[src/verilog/fe_pkg.sv]
// fetch back end shared definitions
// widths, output queue sizing and halfword helpers for the realigner

package fe_pkg;

  // address and instruction widths
  localparam int vaddr_width  = 32;
  localparam int instr_width  = 32;
  localparam int cinstr_width = 16;

  // output queue sizing
  localparam int queue_depth     = 4;
  localparam int queue_ptr_width = $clog2(queue_depth);

  // a halfword opens a compressed instruction unless both low bits are set
  function automatic logic hw_compressed(input logic [cinstr_width-1:0] hw);
    return ~&hw[1:0];
  endfunction

  // pick the lower (0) or upper (1) halfword of a fetch word
  function automatic logic [cinstr_width-1:0] hw_select(
    input logic [instr_width-1:0] word,
    input logic                   upper
  );
    return upper ? word[cinstr_width +: cinstr_width] : word[0 +: cinstr_width];
  endfunction

endpackage

[src/verilog/fe_word_capture.sv]
// fetch word capture
// four-phase req/ack receiver holding one fetch word for the realigner
// a full word register shows up on the memory side as a late ack

`timescale 1ns/1ps

module fe_word_capture (
  input  logic                            clk_i,
  input  logic                            rst_n_i,

  // memory side, four-phase
  input  logic                            fetch_req_i,
  input  logic [fe_pkg::vaddr_width-1:0]  fetch_pc_i,
  input  logic [fe_pkg::instr_width-1:0]  fetch_data_i,
  output logic                            fetch_ack_o,

  // redirect drops the held word
  input  logic                            redirect_v_i,

  // realigner side
  output logic                            word_v_o,
  output logic [fe_pkg::vaddr_width-1:0]  word_pc_o,
  output logic [fe_pkg::instr_width-1:0]  word_data_o,
  input  logic                            word_yumi_i
);

  logic                           ack_r;
  logic                           word_v_r;
  logic [fe_pkg::vaddr_width-1:0] word_pc_r;
  logic [fe_pkg::instr_width-1:0] word_data_r;
  logic                           accept;

  // new request, previous ack already returned, room in the register
  // a redirect cycle never takes a word
  assign accept = fetch_req_i & ~ack_r & ~word_v_r & ~redirect_v_i;

  // ack follows req, drops one cycle after req goes low
  always_ff @(posedge clk_i or negedge rst_n_i) begin
    if (!rst_n_i) begin
      ack_r <= 1'b0;
    end else if (accept) begin
      ack_r <= 1'b1;
    end else if (ack_r && !fetch_req_i) begin
      ack_r <= 1'b0;
    end
  end

  // word register occupancy
  always_ff @(posedge clk_i or negedge rst_n_i) begin
    if (!rst_n_i) begin
      word_v_r <= 1'b0;
    end else if (redirect_v_i || word_yumi_i) begin
      word_v_r <= 1'b0;
    end else if (accept) begin
      word_v_r <= 1'b1;
    end
  end

  // payload, data is stable while req is high
  always_ff @(posedge clk_i) begin
    if (accept) begin
      word_pc_r   <= fetch_pc_i;
      word_data_r <= fetch_data_i;
    end
  end

  assign fetch_ack_o = ack_r;
  assign word_v_o    = word_v_r;
  assign word_pc_o   = word_pc_r;
  assign word_data_o = word_data_r;

endmodule

[src/verilog/fe_realigner.sv]
// instruction realigner
// splits fetch words into 16 and 32 bit instructions and joins a
// 32-bit instruction that starts in the upper half of one word with
// the lower half of the next

`timescale 1ns/1ps

module fe_realigner (
  input  logic                            clk_i,
  input  logic                            rst_n_i,

  // held fetch word from capture
  input  logic                            word_v_i,
  input  logic [fe_pkg::vaddr_width-1:0]  word_pc_i,
  input  logic [fe_pkg::instr_width-1:0]  word_data_i,
  output logic                            word_yumi_o,

  // redirect clears the pending half
  input  logic                            redirect_v_i,

  // rebuilt instruction to the queue
  output logic                            instr_v_o,
  output logic [fe_pkg::instr_width-1:0]  instr_o,
  output logic [fe_pkg::vaddr_width-1:0]  instr_pc_o,
  output logic                            instr_compressed_o,
  input  logic                            queue_ready_i
);

  localparam int pad_width = fe_pkg::instr_width - fe_pkg::cinstr_width;

  // position within the current word, set once the lower half is used
  logic half_r;

  // partial instruction waiting for its second half
  logic                            pend_v_r;
  logic [fe_pkg::cinstr_width-1:0] pend_hw_r;
  logic [fe_pkg::vaddr_width-1:0]  pend_pc_r;

  logic                            eff_half;
  logic [fe_pkg::cinstr_width-1:0] lower_hw;
  logic [fe_pkg::cinstr_width-1:0] upper_hw;
  logic                            lower_c;
  logic                            upper_c;
  logic [fe_pkg::vaddr_width-1:0]  lower_pc;
  logic [fe_pkg::vaddr_width-1:0]  upper_pc;

  logic                            emit_v;
  logic                            emit_last;
  logic                            store_v;
  logic                            store_go;
  logic                            fire;

  assign lower_hw = fe_pkg::hw_select(word_data_i, 1'b0);
  assign upper_hw = fe_pkg::hw_select(word_data_i, 1'b1);
  assign lower_c  = fe_pkg::hw_compressed(lower_hw);
  assign upper_c  = fe_pkg::hw_compressed(upper_hw);

  // halfword addresses inside the word
  assign lower_pc = {word_pc_i[fe_pkg::vaddr_width-1:2], 2'b00};
  assign upper_pc = {word_pc_i[fe_pkg::vaddr_width-1:2], 2'b10};

  // misaligned entry skips the lower half from the start
  assign eff_half = word_pc_i[1] | half_r;

  // case split, one instruction per cycle at most
  always_comb begin
    emit_v             = 1'b0;
    emit_last          = 1'b0;
    store_v            = 1'b0;
    instr_o            = word_data_i;
    instr_pc_o         = lower_pc;
    instr_compressed_o = 1'b0;
    if (word_v_i) begin
      if (pend_v_r) begin
        // finish the straddling instruction, upper half comes next
        emit_v     = 1'b1;
        instr_o    = {lower_hw, pend_hw_r};
        instr_pc_o = pend_pc_r;
      end else if (!eff_half) begin
        emit_v     = 1'b1;
        instr_pc_o = lower_pc;
        if (lower_c) begin
          instr_o            = {{pad_width{1'b0}}, lower_hw};
          instr_compressed_o = 1'b1;
        end else begin
          // aligned full instruction uses the whole word
          instr_o   = word_data_i;
          emit_last = 1'b1;
        end
      end else if (upper_c) begin
        emit_v             = 1'b1;
        emit_last          = 1'b1;
        instr_o            = {{pad_width{1'b0}}, upper_hw};
        instr_pc_o         = upper_pc;
        instr_compressed_o = 1'b1;
      end else begin
        // upper half opens a full instruction, park it
        store_v = 1'b1;
      end
    end
  end

  // a redirect squashes whatever the held word would produce
  assign instr_v_o   = emit_v & ~redirect_v_i;
  assign fire        = instr_v_o & queue_ready_i;
  assign store_go    = store_v & ~redirect_v_i;
  assign word_yumi_o = store_go | (fire & emit_last);

  // control state
  always_ff @(posedge clk_i or negedge rst_n_i) begin
    if (!rst_n_i) begin
      half_r   <= 1'b0;
      pend_v_r <= 1'b0;
    end else if (redirect_v_i) begin
      half_r   <= 1'b0;
      pend_v_r <= 1'b0;
    end else begin
      // back to the lower half for each new word
      if (word_yumi_o) begin
        half_r <= 1'b0;
      end else if (fire) begin
        half_r <= 1'b1;
      end
      if (store_go) begin
        pend_v_r <= 1'b1;
      end else if (fire && pend_v_r) begin
        pend_v_r <= 1'b0;
      end
    end
  end

  // parked upper half and its address
  always_ff @(posedge clk_i) begin
    if (store_go) begin
      pend_hw_r <= upper_hw;
      pend_pc_r <= upper_pc;
    end
  end

endmodule

[src/verilog/fe_instr_queue.sv]
// instruction output queue
// circular FIFO of rebuilt instructions, head entry offered to decode
// over a four-phase req/ack sender

`timescale 1ns/1ps

module fe_instr_queue (
  input  logic                            clk_i,
  input  logic                            rst_n_i,

  // push side from the realigner
  input  logic                            instr_v_i,
  input  logic [fe_pkg::instr_width-1:0]  instr_i,
  input  logic [fe_pkg::vaddr_width-1:0]  instr_pc_i,
  input  logic                            instr_compressed_i,
  output logic                            queue_ready_o,

  // decode side, four-phase
  output logic                            instr_req_o,
  output logic [fe_pkg::instr_width-1:0]  instr_o,
  output logic [fe_pkg::vaddr_width-1:0]  instr_pc_o,
  output logic                            instr_compressed_o,
  input  logic                            instr_ack_i
);

  localparam int depth = fe_pkg::queue_depth;

  typedef enum logic [1:0] {
    s_idle,
    s_req,
    s_wait
  } send_state_e;

  send_state_e state_r;

  logic [fe_pkg::instr_width-1:0]     mem_instr [depth];
  logic [fe_pkg::vaddr_width-1:0]     mem_pc    [depth];
  logic                               mem_c     [depth];

  logic [fe_pkg::queue_ptr_width-1:0] wr_ptr_r;
  logic [fe_pkg::queue_ptr_width-1:0] rd_ptr_r;
  logic [fe_pkg::queue_ptr_width:0]   count_r;
  logic                               push;
  logic                               pop;
  logic                               head_c;

  // pop on ack lets a full queue still take a push that cycle
  assign pop           = (state_r == s_req) & instr_ack_i;
  assign queue_ready_o = (count_r != depth[fe_pkg::queue_ptr_width:0]) | pop;
  assign push          = instr_v_i & queue_ready_o;

  // entry storage
  always_ff @(posedge clk_i) begin
    if (push) begin
      mem_instr[wr_ptr_r] <= instr_i;
      mem_pc[wr_ptr_r]    <= instr_pc_i;
      mem_c[wr_ptr_r]     <= instr_compressed_i;
    end
  end

  // pointers and occupancy
  always_ff @(posedge clk_i or negedge rst_n_i) begin
    if (!rst_n_i) begin
      wr_ptr_r <= '0;
      rd_ptr_r <= '0;
      count_r  <= '0;
    end else begin
      if (push) begin
        wr_ptr_r <= (wr_ptr_r == depth - 1) ? '0 : wr_ptr_r + 1'b1;
      end
      if (pop) begin
        rd_ptr_r <= (rd_ptr_r == depth - 1) ? '0 : rd_ptr_r + 1'b1;
      end
      if (push && !pop) begin
        count_r <= count_r + 1'b1;
      end else if (pop && !push) begin
        count_r <= count_r - 1'b1;
      end
    end
  end

  // four-phase sender waits for ack low between transfers
  always_ff @(posedge clk_i or negedge rst_n_i) begin
    if (!rst_n_i) begin
      state_r <= s_idle;
    end else begin
      case (state_r)
        s_idle: if (count_r != '0 && !instr_ack_i) state_r <= s_req;
        s_req:  if (instr_ack_i) state_r <= s_wait;
        s_wait: if (!instr_ack_i) state_r <= (count_r != '0) ? s_req : s_idle;
        default: state_r <= s_idle;
      endcase
    end
  end

  // head entry shown to decode
  // compressed entries arrive already zero padded from the realigner
  assign head_c             = mem_c[rd_ptr_r];
  assign instr_req_o        = (state_r == s_req);
  assign instr_pc_o         = mem_pc[rd_ptr_r];
  assign instr_compressed_o = head_c;
  assign instr_o            = mem_instr[rd_ptr_r];

endmodule

[src/verilog/fe_realign_top.sv]
// fetch realign back end top
// word capture, realigner and output queue in a chain

`timescale 1ns/1ps

module fe_realign_top (
  input  logic                            clk_i,
  input  logic                            rst_n_i,

  // memory side
  input  logic                            fetch_req_i,
  input  logic [fe_pkg::vaddr_width-1:0]  fetch_pc_i,
  input  logic [fe_pkg::instr_width-1:0]  fetch_data_i,
  output logic                            fetch_ack_o,

  input  logic                            redirect_v_i,

  // decode side
  output logic                            instr_req_o,
  output logic [fe_pkg::instr_width-1:0]  instr_o,
  output logic [fe_pkg::vaddr_width-1:0]  instr_pc_o,
  output logic                            instr_compressed_o,
  input  logic                            instr_ack_i
);

  // capture to realigner
  logic                           word_v;
  logic [fe_pkg::vaddr_width-1:0] word_pc;
  logic [fe_pkg::instr_width-1:0] word_data;
  logic                           word_yumi;

  // realigner to queue
  logic                           instr_v;
  logic [fe_pkg::instr_width-1:0] instr;
  logic [fe_pkg::vaddr_width-1:0] instr_pc;
  logic                           instr_compressed;
  logic                           queue_ready;

  fe_word_capture u_capture (
    .clk_i        (clk_i),
    .rst_n_i      (rst_n_i),
    .fetch_req_i  (fetch_req_i),
    .fetch_pc_i   (fetch_pc_i),
    .fetch_data_i (fetch_data_i),
    .fetch_ack_o  (fetch_ack_o),
    .redirect_v_i (redirect_v_i),
    .word_v_o     (word_v),
    .word_pc_o    (word_pc),
    .word_data_o  (word_data),
    .word_yumi_i  (word_yumi)
  );

  fe_realigner u_realigner (
    .clk_i              (clk_i),
    .rst_n_i            (rst_n_i),
    .word_v_i           (word_v),
    .word_pc_i          (word_pc),
    .word_data_i        (word_data),
    .word_yumi_o        (word_yumi),
    .redirect_v_i       (redirect_v_i),
    .instr_v_o          (instr_v),
    .instr_o            (instr),
    .instr_pc_o         (instr_pc),
    .instr_compressed_o (instr_compressed),
    .queue_ready_i      (queue_ready)
  );

  fe_instr_queue u_queue (
    .clk_i              (clk_i),
    .rst_n_i            (rst_n_i),
    .instr_v_i          (instr_v),
    .instr_i            (instr),
    .instr_pc_i         (instr_pc),
    .instr_compressed_i (instr_compressed),
    .queue_ready_o      (queue_ready),
    .instr_req_o        (instr_req_o),
    .instr_o            (instr_o),
    .instr_pc_o         (instr_pc_o),
    .instr_compressed_o (instr_compressed_o),
    .instr_ack_i        (instr_ack_i)
  );

endmodule

[config.mk]
export PLATFORM = sky130hd
export DESIGN_NAME = fe_realign_top
export DESIGN_NICKNAME = d
export VERILOG_FILES = /design/src/verilog/fe_pkg.sv /design/src/verilog/fe_word_capture.sv /design/src/verilog/fe_realigner.sv /design/src/verilog/fe_instr_queue.sv /design/src/verilog/fe_realign_top.sv
export SDC_FILE = /design/constraint.sdc
export NUM_CORES = 1
export LEC_CHECK = 0
export ABC_AREA = 1
export ABC_CLOCK_PERIOD_IN_PS = 5150
export BUFFER_PORTS_ARGS = -buffer_cell sky130_fd_sc_hd__buf_2
export CAP_MARGIN = 0
export CORE_ASPECT_RATIO = 0.9
export CORE_MARGIN = 5
export CORE_UTILIZATION = 27
export DETAILED_ROUTE_END_ITERATION = 7
export SETUP_SLACK_MARGIN = 0.02
export SLEW_MARGIN = 20
export SYNTH_ARGS = -nofsm -noshare
export SYNTH_HDL_FRONTEND = slang
export SYNTH_SLANG_ARGS = --single-unit
export TNS_END_PERCENT = 10
[constraint.sdc]
create_clock -name clk_i -period 5.15 [get_ports clk_i]
set_input_delay 0.7725 -clock clk_i [delete_from_list [all_inputs] [get_ports clk_i]]
set_output_delay 0.7725 -clock clk_i [all_outputs]
set_load 0.01 [all_outputs]
==> flow_summary.yaml <==
outcome:
  status: "complete, no violations"
floorplanning:
  die_area_sq_um: 58640
  die_h_um: 230.2
  ios: 136
  row_count: 80
  initial_core_util_pct: 27.38
  core_area_sq_um: 53150
  die_w_um: 254.7
clock_network:
  cts_hold_buf: 0
  clock_sinks: 378
  cts-root-buf: "clkbuf_16"
  htreeDepth: 2
  cts_tree: "built"
  cts.repair.resized: 0
  clk_latency_ps: 570
  clk_path_buf_depth: 3
  clk_pin_slew_ps: 60
  cts_setup_buffers: 0
  numCtsBuffers: 41
critical_path:
  slowest_delay_ps: 820
  r2r_slack_ps: 2420
  worstSetupStartpointType: "register"
  cp_max_fo: 76
  cp_data_arrival_time_ps: 3070
  end_kind: "primary output"
  r2r-start: "u_capture.word_v_o"
  crit_chain: "buf_4 > o21ai_0 > o22ai_1 > buf_2"
  r2r-end: "u_queue.mem_instr[1][21]"
  r2r_cells: 8
  crit_slowest_cell: "dfrtp_4"
  worstPathRequired_ps: 4380
  path_class: "reg2out"
flow_run:
  maxCapViolations: 0
layout:
  fillers: 5162
  area_growth_pct: 18.82
  final_cell_mix: "edfxtp_1 (365), nor2_1 (159), buf_2 (133)"
  final_nets: 1190
  drive_gt1_share_pct: 23.98
  final_common_cell: "edfxtp_1"
  num_antenna_cells: 0
  fin_cells: 1844
placed_design:
  dp_hpwl_um: 20290
  dp_cells: 1767
  gp_congestion: 0.7211
  io_buffers: 133
timing:
  worstMarginPinSlew_ps: 1074
  drv_slew: 0
  max_freq_mhz: 260.3
  period_share_pct: 74.61
  slew_headroom_pct: 28.39
  rsz0062_at_grt: "false"
  layout_min_cycle_time_ps: 3842
  setup_violations: 0
  tns_ps: 0
  finClkSkew_ps: 23.28
  hold_viol_final: 0
synth:
  synth_area_leaders: "edfxtp_1 (75%), nor2_1 (4.2%), o22ai_1 (3.4%)"
  ys_ff_latch: 378
  syn_nets: 1053
  postSynthAreaPerCell_sq_um: 14.89
  syn_inst: 977
  syn-cell-area_sq_um: 14550
  yosysUniqueCellTypes: 36
  synth_top_area_share_pct: 75.33
  yosys.area.top_type: "edfxtp_1"
  yosysWarnings: 0
  ys_seq_area_share_pct: 77.56
power:
  total_power_w: 0.008646
  ir_drop_mv: 0.3629
  p_per_area_nw_per_um2: 500.1
  total_leakage_power_nw: 5.865
routing:
  wirelength_um: 34810
  vias_per_cell: 4.543
  vias: 8378
  drt_pass1_iterations: 4
  drtIter0Drc: 548
  wl_per_cell_um: 18.88
  drc: 0
  detail-route-antenna-nets: 0
global_route:
  overflow: 0
  antenna_found_initial: 4
  grt_max_degree: 78
  grt_pass1_wl_um: 51910
  grt_usage_pct: 11.61
  grt_pass1_vias: 8282
worst_hold_path:
  hp-class: "in2async"
[power by group]
part	switching [W]	internal, W	total [W]
combinational	0.00140	0.000655	0.00205
clock	0.00122	0.00174	0.00296
sequential	0.000123	0.00351	0.00364
total	0.00274	0.00590	0.00865
[critical path: cells and delay by family (launching register included)]
kind / cells / cell delay (ps)
flops: 1 / 820
compound gates: 2 / 680
buf+inv: 2 / 970
[through the flow]
stage	hold WS (ps)	util (%)	setup WS [ps]	cell area [sq um]
final	88.31	32.53	1308	17290
after global routing	87.15	32.53	1005	17290
after CTS	60.35	32.49	1229	17270
after detailed placement	430.9	29.90	1833	15890
after global placement	430.1	29.90	1863	15890
after floorplan	420.4	-	807.2	14550
[routing by layer]
metal / track usage [%] / vias up / wire (um)
met4: 3.171 / 4 / 678
met3: 3.311 / 53 / 2495
met5: 0 / - / 27
met1: 16.64 / 4156 / 16120
li1: - / 3927 / -
met2: 17.32 / 238 / 15490
[registers in the layout, summed over array words and instances (netlist names)]
signal / count
u_queue.mem_instr: 128
u_queue.mem_pc: 124
u_capture.word_data_o: 32
u_capture.word_pc_o: 31
u_realigner.pend_pc_r: 30
u_realigner.pend_hw_r: 16
u_queue.mem_c: 4
u_queue.count_r: 3
u_queue.rd_ptr_r: 2
u_queue.state_r: 2
u_queue.wr_ptr_r: 2
u_capture.fetch_ack_o: 1
u_capture.word_v_o: 1
u_realigner.half_r: 1
u_realigner.pend_v_r: 1
[cells by family after synthesis]
kind of cell / synth area share, %
and+or+nand+nor: 6.725
buffers and inverters: 3.448
DFF: 77.56
muxes: 2.399
other: 0.02577
xor gates and xnor gates: 0.1204
adders and majority gates: 0.6535
AOI/OAI and AO/OA: 9.064
[worst max-delay path by stage]
stage | startpoint | end
after CTS | u_queue.rd_ptr_r[0] | instr_o[26]
final | u_queue.rd_ptr_r[0] | instr_o[27]
after floorplan | redirect_v_i | u_queue.mem_c[0]
after global routing | u_queue.rd_ptr_r[0] | instr_pc_o[1]
after global placement | u_queue.rd_ptr_r[0] | instr_o[26]
after detailed placement | u_queue.rd_ptr_r[0] | instr_o[26]
[synthesized netlist by cell type (all sizes together)]
cell type,instances
inv,32
a21oi,11
xor2,1
nor2,168
nand2,35
dfrtp,13
nand3,21
o22ai,80
clkbuf,25
o21ai,149
fa,1
ha,6
nor3,2
nand4,2
edfxtp,365
xnor2,1
or2,2
buf,31
conb,1
mux2,31
[area by class of cell]
| type | instances | area [sq um] | share of cell area, % |
|---|---|---|---|
| Tap cell | 697 | 872.1 | 5.044 |
| Timing Repair Buffer | 150 | 830.8 | 4.805 |
| Multi-Input combinational cell | 511 | 2793 | 16.15 |
| Clock inverter | 23 | 275.3 | 1.592 |
| Sequential cell | 378 | 11290 | 65.31 |
| Inverter | 32 | 126.4 | 0.7309 |
| Clock buffer | 53 | 1101 | 6.369 |
No activity file was read; power rests on OpenSTA's default activity.
